===== src/hdl/xbar_pkg.sv =====
`default_nettype none

package xbar_pkg;

  // crossbar dimensions
  localparam int NUM_IN  = 4;
  localparam int NUM_OUT = 4;

  // field widths of one flit
  localparam int DEST_W    = 2;
  localparam int PAYLOAD_W = 16;

  // destination id, selects one output
  typedef logic [DEST_W-1:0] dest_t;

  // data that survives the crossbar
  typedef logic [PAYLOAD_W-1:0] payload_t;

  // dest sits in the low bits, payload above it
  typedef struct packed {
    payload_t payload;
    dest_t    dest;
  } flit_t;

endpackage

`default_nettype wire


===== src/hdl/xbar_in_fifo.sv =====
`timescale 1ns/1ps
`default_nettype none

module xbar_in_fifo
  import xbar_pkg::*;
#(
  parameter int FIFO_DEPTH = 2,
  parameter bit USE_CREDIT = 1'b0
) (
  input  logic  clk_i,
  input  logic  rst_i,

  // upstream side
  input  logic  valid_i,
  input  flit_t flit_i,
  output logic  credit_ready_o,

  // head of queue toward the control
  output logic  head_valid_o,
  output flit_t head_flit_o,
  input  logic  deq_i
);

  localparam int PTR_W = (FIFO_DEPTH > 1) ? $clog2(FIFO_DEPTH) : 1;
  localparam int CNT_W = $clog2(FIFO_DEPTH + 1);

  flit_t            mem_q [FIFO_DEPTH];
  logic [PTR_W-1:0] wr_ptr_q;
  logic [PTR_W-1:0] rd_ptr_q;
  logic [CNT_W-1:0] count_q;
  logic             full;
  logic             wr_en;
  logic             rd_en;

  // wrap at the last entry, depth need not be a power of two
  function automatic logic [PTR_W-1:0] ptr_inc(input logic [PTR_W-1:0] ptr);
    logic [PTR_W-1:0] nxt;
    if (ptr == PTR_W'(FIFO_DEPTH - 1)) begin
      nxt = '0;
    end else begin
      nxt = ptr + 1'b1;
    end
    return nxt;
  endfunction

  assign full  = (count_q == CNT_W'(FIFO_DEPTH));
  assign wr_en = valid_i && !full;
  assign rd_en = deq_i && head_valid_o;

  assign head_valid_o = (count_q != '0);
  assign head_flit_o  = mem_q[rd_ptr_q];

  // storage
  always_ff @(posedge clk_i) begin
    if (wr_en) begin
      mem_q[wr_ptr_q] <= flit_i;
    end
  end

  always_ff @(posedge clk_i) begin
    if (rst_i) begin
      wr_ptr_q <= '0;
      rd_ptr_q <= '0;
      count_q  <= '0;
    end else begin
      if (wr_en) begin
        wr_ptr_q <= ptr_inc(wr_ptr_q);
      end
      if (rd_en) begin
        rd_ptr_q <= ptr_inc(rd_ptr_q);
      end
      case ({wr_en, rd_en})
        2'b10:   count_q <= count_q + 1'b1;
        2'b01:   count_q <= count_q - 1'b1;
        default: count_q <= count_q;
      endcase
    end
  end

  // flow control toward the sender
  if (USE_CREDIT) begin : g_credit
    logic credit_q;

    // one pulse per popped flit, a cycle late
    always_ff @(posedge clk_i) begin
      if (rst_i) begin
        credit_q <= 1'b0;
      end else begin
        credit_q <= rd_en;
      end
    end

    assign credit_ready_o = credit_q;
  end else begin : g_ready
    // plain level, no same-cycle dequeue lookahead
    assign credit_ready_o = !full;
  end

endmodule

`default_nettype wire


===== config.mk =====
export PLATFORM = sky130hd
export DESIGN_NAME = xbar_in_fifo
export DESIGN_NICKNAME = d
export VERILOG_FILES = /design/src/hdl/xbar_pkg.sv /design/src/hdl/xbar_in_fifo.sv
export SDC_FILE = /design/constraint.sdc
export NUM_CORES = 1
export LEC_CHECK = 0
export ABC_AREA = 1
export BUFFER_PORTS_ARGS = -buffer_cell sky130_fd_sc_hd__clkbuf_2
export CAP_MARGIN = 20
export CORE_MARGIN = 5
export CORE_UTILIZATION = 46
export CTS_CLUSTER_SIZE = 20
export DETAILED_ROUTE_END_ITERATION = 16
export GPL_TIMING_DRIVEN = 0
export PLACE_DENSITY = 0.72
export SYNTH_ARGS = -nofsm -noshare
export SYNTH_HDL_FRONTEND = slang
export SYNTH_SLANG_ARGS = --single-unit

===== constraint.sdc =====
create_clock -name clk_i -period 1.6 [get_ports clk_i]
set_input_delay 0.48 -clock clk_i [delete_from_list [all_inputs] [get_ports clk_i]]
set_output_delay 0.48 -clock clk_i [all_outputs]
set_load 0.05 [all_outputs]

# Word level (Yosys, flattened, before mapping)
# Memories as Yosys holds them, arrays and structs flattened. A register that Yosys moved wholly into a read port is not among the register bits.
# Index checks and enable logic that the tools add are counted.
# op_classes
n_addsub,4
n_reduce_logical,5
n_eq_ne,3
muxes,7
# ops
cell,n
$mux 1,6
$eq 2x2->1 const B,2
$pmux 2 s2,1
$reduce_bool 2->1,2
$add 1x1->1 const B,2
$add 2x1->2 const B,1
$eq 2x1->1 const B,1
$logic_and 1x1->1,2
$sub 2x1->2 const B,1
$logic_not 1->1,1
# totals
ramBits,36
input_bits,22
n_memories,1
regBits,4
output_inout_bits,20
elab_cells,23
# mem_list
name,words,width,rd,rd_clocked_by_memory_dff,wr,line_no,rtl
mem_q,2,18,1,1,1,xbar_in_fifo.sv:27,flit_t mem_q [FIFO_DEPTH];

# Logic depth before layout (Yosys ltp)
# Gate-level depths: netlist of run 1.
# logic_depth
ltp_word,5
ltp_mapped,10
depth_no_buf,10

# Worst setup path after synthesis of run 1
# No wires, ideal clock.
# synth_timing
kind,register -> register
from,reg count_q[0]
to,"mem mem_q[1][0] (netlist bit), enable pin"
synth_period_minus_slack_ns,1.976
setup_ns,0.393
n_path_buf,0
slack_ns,-0.376
stages_incl_launch_ff,5
required_ns,1.207
t_arrival_ns,1.584
cell_sequence,dfxtp_1 -> inv_2 -> nand2_2 -> nand2_1 -> nor2_1
# synth_between
elab_chain_cells,5
# synth_lines
item,line_no,rtl
from (decl),xbar_in_fifo.sv:30,logic [CNT_W-1:0] count_q;
from (signal assigned),xbar_in_fifo.sv:73,2'b10: count_q <= count_q + 1'b1;
from (signal assigned),xbar_in_fifo.sv:74,2'b01: count_q <= count_q - 1'b1;
from (signal assigned),xbar_in_fifo.sv:75,default: count_q <= count_q;
$eq 2x2->1,xbar_in_fifo.sv:46,assign full = (count_q == CNT_W'(FIFO_DEPTH));
$logic_not 1->1,-,
via credit_ready_o,xbar_in_fifo.sv:16,"output logic credit_ready_o,"
$logic_and 1x1->1,xbar_in_fifo.sv:47,assign wr_en = valid_i && !full;
$mux 1,xbar_in_fifo.sv:55,if (wr_en) begin
$mux 1 (not written as such),xbar_in_fifo.sv:56,mem_q[wr_ptr_q] <= flit_i;
to (decl),xbar_in_fifo.sv:27,
# The timed path passes the listed nets, and every way through them passes these cells.

==> flow_summary.toml, run 1 <==
[worst_setup_path]
required_ns = 1.12
cp_data_arrival_time_ns = 1.42
crit_path_max_incr_delay_ns = 0.35
setup.worst_path.end_class = "primary output"
cp_max_fo = 6
critical_path_class = "reg2out"
slowest_stage = "dfxtp_2"
setup.worst_path.start_class = "register"
path_cells = "buf_6, clkbuf_16, mux2_4, buf_8"

[final_layout]
diodes = 0
register_area_um2 = 1180
final_util = 0.700
area_delta_synth_final_pct = 46.4
drive_gt1_frac = 0.550
multi_input_area_um2 = 395
finalNetCount = 173
n_fill_cell = 226
design_area_um2 = 2340

[power]
switching_share = 0.323
clockPowerShare = 0.192
total_power_mw = 3.51
p_leak_nw = 0.967
p_int_mw = 2.38
combPwrFrac = 0.420
seq_power_share = 0.388
powerDensity_nw_per_um2 = 1500
ir_drop_mv = 0.922
p_sw_mw = 1.14

[floorplan]
fp.dieW_um = 68.9
core_um2 = 3340
io_pins = 42
dieArea_um2 = 4750
start_util = 0.478
die_h_um = 68.9
row_count = 21

[global_route]
grt_start_max_net_pins = 19
track_usage = 0.139
grt_pass1_vias = 1017
grt_antenna_before_repair = 0
globalRouteOverflowTotal = 0
grt_pass1_wl_um = 4530

[clock_tree]
ctsLongestPathBuffers = 2
cts_buffers = 5
root_buffer = "clkbuf_4"
cts_sinks = 41
clk_pin_slew_ns = 0.11
cts_max_level = 2
holdBufCountCts = 0
insertion_delay_ns = 0.33
cts_tree = "done"

[sta]
whs_ns = 0.325
fmax_mhz = 527
setup_violations = 18
max_slew_margin = 0.819
hold_violations = 0
worst_pin_slew_ns = 0.268
min_period_ns = 1.90
rsz0062_at_grt = "yes"
fin_ws_ns = -0.299
tns_ns = -4.76
post-route-period-util = 1.19
maxSlewViolCount = 0
finalClockSkew_ns = 0.00894

[yosys]
synth_seq_cells = 41
post-synth-top-area-cell = "edfxtp_1"
postSynthCellCount = 94
syn_avg_cell_area_um2 = 17.0
yosys_warnings = 0
syn_nets = 117
synth_cell_types = 15
synth_area_leaders = "edfxtp_1 (68%), mux2_4 (9.4%), dfxtp_1 (6.3%), mux2_2 (5.6%), nor2_1 (2.4%)"
synth_top_area_share = 0.677
yosysSeqAreaShare = 0.740
syn_area_um2 = 1600

[detailed_routing]
drt-pass1-iter-count = 4
dr.first_iter.drc_count = 39
wl_per_cell_um = 14.7
vias = 930
via_per_inst = 4.72
ant_nets = 0
route.detailed.drc = 0
totalWireLength_um = 2890

[min_path]
hold_path.class = "in2reg"

[run_status]
violations = "negative setup slack"
status = "complete, but fails checks"

[placed_design]
dpl.hpwl_um = 1800
place_area_um2 = 1860
gp_congestion = 0.608
io_buffers = 41

[flow_run]
drv_cap = 0
[state kept, by name (all words and copies together) (netlist names), named ones only]
name and cells:
rd_ptr_q 1, count_q 2, wr_ptr_q 1, mem_q 36
[cell usage in the layout (no fill, tap or decap)]
cell        n
a21oi_1     2
buf_12      3
buf_4       5
buf_6       1
buf_8      11
bufinv_16   1
clkbuf_1    1
clkbuf_16   6
clkbuf_2   21
clkbuf_4    5
clkbuf_8    5
dfxtp_1     2
dfxtp_2     3
edfxtp_1   36
ha_1        1
inv_1       7
inv_2       1
mux2_2      1
mux2_4     17
nand2_1     7
nand2_2     1
nand4_1     1
nor2_1      8
nor2_4      2
o21ai_0     3
[kinds of logic after synthesis]
group / synth area share
AOI/OAI and AO/OA: 0.0157
DFF: 0.740
muxes: 0.150
and+or+nand+nor: 0.0478
adders and majority gates: 0.00784
buffers and inverters: 0.0384
[per-layer routing]
layer,up-vias,GRT usage,share of wire
met5,-,0,0
met4,0,0.0511,0.016
met3,5,0.0600,0.072
met2,31,0.254,0.52
met1,446,0.140,0.39
li1,448,-,-
[worst paths after layout]
check | slack, ns | to | depth (start not counted) | from
max | -0.30 | head_flit_o[15] | 4 | register
min | 0.32 | mem_q[1][9] | 1 | flit_i[9]
max reg2reg | 0.15 | count_q[1] | 9 | count_q[0]
min reg2reg | 0.52 | rd_ptr_q | 2 | rd_ptr_q
[cells in the mapped netlist]
cell type,n
a21oi_1,2
buf_12,1
buf_6,1
dfxtp_1,5
edfxtp_1,36
ha_1,1
inv_1,7
inv_2,1
mux2_2,8
mux2_4,10
nand2_1,7
nand2_2,1
nand4_1,1
nor2_1,10
o21ai_0,3
[timing repair]
action	CTS	global route
endpoints found under the setup margin	56	57
gates cloned	1	1
pin swaps	0	2
buffers inserted	5	2
resized for setup	57	13
[critical path, delay by kind of cell, from the launching register on]
family | cells | cell delay [ns]
buffers and inverters | 3 | 0.43
flip-flops | 1 | 0.35
multiplexers | 1 | 0.31
[per-stage QoR]
step | instances | setup WS [ns]
CTS | 195 | -0.323
detailed placement | 181 | -0.305
global placement | 181 | -0.218
finish | 197 | -0.299
floorplan | 94 | -0.107
global route | 197 | -0.374
[power by group through the flow]
stage          Sequential, mW  Combinational [mW]  Clock [mW]
2_1_floorplan            1.37               0.830           0
3_3_place_gp             1.37               0.997           0
3_5_place_dp             1.38                1.02           0
4_1_cts                  1.36                1.37       0.698
5_1_grt                  1.38                1.55       0.754
6_report                 1.36                1.47       0.673
[cell type report]
class | count | share of cell area
Buffer | 2 | 0.0134
Timing Repair Buffer | 49 | 0.237
Clock buffer | 7 | 0.0236
Tap cell | 46 | 0.0246
Multi-Input combinational cell | 43 | 0.169
Inverter | 8 | 0.0128
Sequential cell | 41 | 0.507
Clock inverter | 1 | 0.0128
(Power assumes the default switching activity.)
==> run 2: changes to the inputs <==
--- a/config.mk
+++ b/config.mk
@@ -8,12 +8,11 @@
 export ABC_AREA = 1
 export BUFFER_PORTS_ARGS = -buffer_cell sky130_fd_sc_hd__clkbuf_2
 export CAP_MARGIN = 20
-export CORE_MARGIN = 5
-export CORE_UTILIZATION = 46
+export CORE_UTILIZATION = 25
 export CTS_CLUSTER_SIZE = 20
 export DETAILED_ROUTE_END_ITERATION = 16
 export GPL_TIMING_DRIVEN = 0
-export PLACE_DENSITY = 0.72
+export PLACE_DENSITY = 0.42
 export SYNTH_ARGS = -nofsm -noshare
 export SYNTH_HDL_FRONTEND = slang
 export SYNTH_SLANG_ARGS = --single-unit
==> constraint.sdc (replaced) <==
create_clock -name clk_i -period 2.1 [get_ports clk_i]
set_input_delay 0.63 -clock clk_i [delete_from_list [all_inputs] [get_ports clk_i]]
set_output_delay 0.63 -clock clk_i [all_outputs]
set_load 0.05 [all_outputs]
==> run 2 against run 1 <==
The flow now finishes without violations. Setup slack improved by 0.38 ns. Largest cell class unchanged. Via count fell by 4.1%. Power fell by 27%. Combinational power fell by 44%. Non-clock buffer count fell by 5. Flip-flop and latch count did not move.
==> flow_summary.toml, run 2 (same netlist as run 1, synthesis figures left out) <==
[global_route]
track_usage = 0.0843
grt_antenna_before_repair = 0
grt_pass1_vias = 861
grt_start_max_net_pins = 14
grt_pass1_wl_um = 3910
globalRouteOverflowTotal = 0

[sta]
hold_violations = 0
maxSlewViolCount = 0
fmax_mhz = 495
setup_violations = 0
max_slew_margin = 0.658
whs_ns = 0.515
post-route-period-util = 0.962
worst_pin_slew_ns = 0.513
rsz0062_at_grt = "no"
min_period_ns = 2.02
finalClockSkew_ns = 0.00552

[final_layout]
stdcell_count = 221
n_fill_cell = 601
finalNetCount = 168
largest_reg_flops = 36
area_delta_synth_final_pct = 31.3
mostFrequentLayoutCells = "edfxtp_1 (36), clkbuf_2 (31), mux2_4 (10), buf_4 (10)"
top_regs = "mem_q (36), count_q (2)"
layout_commonest_cell = "edfxtp_1"
regMostFlops = "mem_q"
drive_gt1_frac = 0.527
diodes = 0

[run_status]
status = "complete, no violations"

[worst_setup_path]
setup.worst_path.end_class = "primary output"
critical_path_class = "reg2out"
cp_data_arrival_time_ns = 1.39
setup.worst_path.start_class = "register"
cp_max_fo = 10
required_ns = 1.47

[clock_tree]
ctsLongestPathBuffers = 2
cts_max_level = 2
cts_tree = "done"
cts_buffers = 5
root_buffer = "clkbuf_8"
cts_sinks = 41
clk_pin_slew_ns = 0.07
insertion_delay_ns = 0.28
holdBufCountCts = 0

[floorplan]
die_h_um = 81.9
io_pins = 42
row_count = 28
fp.dieW_um = 81.9
start_util = 0.265
core_um2 = 6030
dieArea_um2 = 6710

[detailed_routing]
ant_nets = 0
vias = 892
drt-pass1-iter-count = 3
wl_per_cell_um = 12.2
route.detailed.drc = 0
totalWireLength_um = 2700
dr.first_iter.drc_count = 38
via_per_inst = 4.04

[power]
powerDensity_nw_per_um2 = 1230
total_power_mw = 2.57
ir_drop_mv = 0.620
p_leak_nw = 0.845

[placed_design]
gp_congestion = 0.646
dpl.hpwl_um = 1960
dp_cells = 212
io_buffers = 41

[min_path]
hold_path.class = "reg2reg"

[flow_run]
drv_cap = 0
[run 2: critical path, cell delays in order, from the launching register on]
cell and delay [ns]:
dfxtp_2 0.34, buf_6 0.13, buf_12 0.15, mux2_4 0.30, buf_4 0.19
[run 2: cell type report]
type                    instances  area, µm²  area share
well taps                      75       93.8      0.0448
multi-input cells              43        359       0.171
flip-flops and latches         41       1180       0.564
clock buffers                   5       68.8      0.0328
clock inverters                 3       65.1      0.0310
plain buffers                   2       31.3      0.0149
repair buffers                 44        265       0.127
inverters                       8       30.0      0.0143
[run 2: worst paths after layout]
check,slack [ns],start,endpoint,cells after the start
worst min-delay path,0.52,rd_ptr_q,rd_ptr_q,2
worst max register to register,0.51,count_q[0],mem_q[1][13],5
worst min register to register,0.52,rd_ptr_q,rd_ptr_q,2
worst max-delay path,0.08,register,head_flit_o[10],4
[run 2: what timing repair did]
item / CTS / global route
cloned: 0 / 1
gates resized for setup: 10 / 11
setup buffers: 0 / 0
setup endpoints to repair: 10 / 10
[run 2: metrics by stage]
stage          setup slack, ns   util  setup TNS (ns)  cell area (µm²)
3_5_place_dp             0.262  0.320               0             1930
5_1_grt                0.00505  0.348               0             2100
4_1_cts                 0.0120  0.347               0             2090
2_1_floorplan            0.124      -               0             1600
3_3_place_gp            -0.447  0.315          -16.09             1900
6_report                0.0803  0.348               0             2100
[run 2: power by group]
group / internal (mW) / total [mW] / switching (mW)
Sequential: 0.998 / 1.03 / 0.0359
Combinational: 0.280 / 0.816 / 0.536
Clock: 0.472 / 0.725 / 0.253
[run 2: per-layer routing]
metal	global-route usage	part of all wire
met2	0.145	0.51
met5	0	0
met4	0.0368	0.016
met1	0.0865	0.39
met3	0.0400	0.083
==> run 3: changes to the inputs <==
--- a/config.mk
+++ b/config.mk
@@ -6,7 +6,7 @@
 export NUM_CORES = 1
 export LEC_CHECK = 0
 export ABC_AREA = 1
-export BUFFER_PORTS_ARGS = -buffer_cell sky130_fd_sc_hd__clkbuf_2
+export BUFFER_PORTS_ARGS = -buffer_cell sky130_fd_sc_hd__buf_2
 export CAP_MARGIN = 20
 export CORE_UTILIZATION = 25
 export CTS_CLUSTER_SIZE = 20
==> constraint.sdc (replaced) <==
create_clock -name clk_i -period 2.2 [get_ports clk_i]
set_input_delay 0.66 -clock clk_i [delete_from_list [all_inputs] [get_ports clk_i]]
set_output_delay 0.66 -clock clk_i [all_outputs]
set_load 0.05 [all_outputs]
==> run 3 against run 2 <==
Flip-flop and latch count unchanged. Combinational power is 8.2% lower. Final cell count is 0.45% lower. Via count is 1.5% lower. Hold slack got worse by 0.0091 ns. Power decreased by 10%. First-iteration DRC count is 58% lower. Non-clock buffer count is 1 lower. Critical path type unchanged.
==> flow_summary.toml, run 3 (same netlist as run 1, synthesis figures left out) <==
[run_status]
status = "complete, no violations"

[power]
p_sw_uw = 777
total_power_mw = 2.31
clockPowerShare = 0.249
ir_drop_mv = 0.436
combPwrFrac = 0.325
powerDensity_nw_per_um2 = 1130
seq_power_share = 0.426
p_int_mw = 1.53
p_leak_nw = 0.811
switching_share = 0.337

[clock_tree]
cts_buffers = 5
ctsLongestPathBuffers = 2
cts-resized-gates = 0
post-cts-setup-buffer-count = 0
cts_max_level = 2
insertion_delay_ns = 0.28
cts_sinks = 41
holdBufCountCts = 0
cts_tree = "done"
root_buffer = "clkbuf_8"
clk_pin_slew_ns = 0.08

[final_layout]
n_fill_cell = 613
top_regs = "mem_q (36), count_q (2)"
layout_commonest_cell = "buf_2"
multi_input_area_um2 = 359
design_area_um2 = 2040
finalNetCount = 167
regMostFlops = "mem_q"
area_delta_synth_final_pct = 27.7
diodes = 0
mostFrequentLayoutCells = "buf_2 (41), edfxtp_1 (36), mux2_4 (10)"
register_area_um2 = 1180
stdcell_count = 220
drive_gt1_frac = 0.510
largest_reg_flops = 36
final_util = 0.338

[global_route]
grt_pass1_wl_um = 3930
track_usage = 0.0841
globalRouteOverflowTotal = 0
grt_pass1_vias = 886
grt_antenna_before_repair = 0
grt_start_max_net_pins = 14

[worst_setup_path]
ff2ff_path_depth = 5
critical_path_class = "reg2out"
required_ns = 1.54
setup.worst_path.start_class = "register"
setup.worst_path.end_class = "primary output"
cp_max_fo = 10
cp_data_arrival_time_ns = 1.44

[detailed_routing]
wl_per_cell_um = 12.4
ant_nets = 0
dr.first_iter.drc_count = 16
route.detailed.drc = 0
via_per_inst = 4.00
drt-pass1-iter-count = 4
vias = 879
totalWireLength_um = 2730

[sta]
finalClockSkew_ns = 0.00574
setup_violations = 0
post-route-period-util = 0.954
maxSlewViolCount = 0
max_slew_margin = 0.667
fin_ws_ns = 0.101
worst_pin_slew_ns = 0.499
min_period_ns = 2.10
fmax_mhz = 476
hold_violations = 0
rsz0062_at_grt = "no"

[floorplan]
io_pins = 42
core_um2 = 6030
die_h_um = 81.9
fp.dieW_um = 81.9
start_util = 0.265
row_count = 28
dieArea_um2 = 6710

[placed_design]
gp_congestion = 0.648
place_area_um2 = 1930
dp_cells = 212
dpl.hpwl_um = 2020
dpl_worst_slack_ns = 0.338
io_buffers = 41

[flow_run]
drv_cap = 0

[min_path]
hold_path.class = "reg2reg"
holdPathStages = 2
run 3: power groups by stage:
stage | sequential (mW) | combinational [mW] | clock, mW
after floorplan | 0.995 | 0.601 | 0
after global routing | 0.994 | 0.798 | 0.626
after CTS | 0.985 | 0.762 | 0.602
final | 0.984 | 0.749 | 0.574
after detailed placement | 1.00 | 0.761 | 0
after global placement | 1.00 | 0.732 | 0
run 3: area by class of cell:
type                       count  area share
clock buffer                   6      0.0356
tap                           75      0.0460
timing repair buffer          43       0.115
buffer                         2      0.0153
sequential                    41       0.579
inverter                       8      0.0147
multi-input combinational     43       0.176
clock inverter                 2      0.0172
run 3: metal layers:
metal / GRT usage / part of all wire / vias to the layer above
met5: 0 / 0 / -
met4: 0.0368 / 0.0070 / 0
met3: 0.0378 / 0.062 / 2
met2: 0.145 / 0.51 / 30
met1: 0.0872 / 0.43 / 409
li1: - / - / 438
run 3: worst paths after layout:
kind | startpoint | to | slack (ns)
max | register | head_flit_o[12] | 0.10
min | rd_ptr_q | rd_ptr_q | 0.51
max reg2reg | count_q[0] | mem_q[0][7] | 0.63
min reg2reg | rd_ptr_q | rd_ptr_q | 0.51
run 3: per-stage QoR:
step	TNS [ns]	hold slack [ns]
global route	0	0.542
detailed placement	0	0.494
finish	0	0.506
floorplan	0	0.465
CTS	0	0.514
global placement	-13.62	0.485
run 3: critical path, cell delays in order, from the launching register on:
cell     delay, ns
dfxtp_1       0.33
buf_6         0.15
buf_12        0.16
mux2_4        0.30
buf_2         0.21
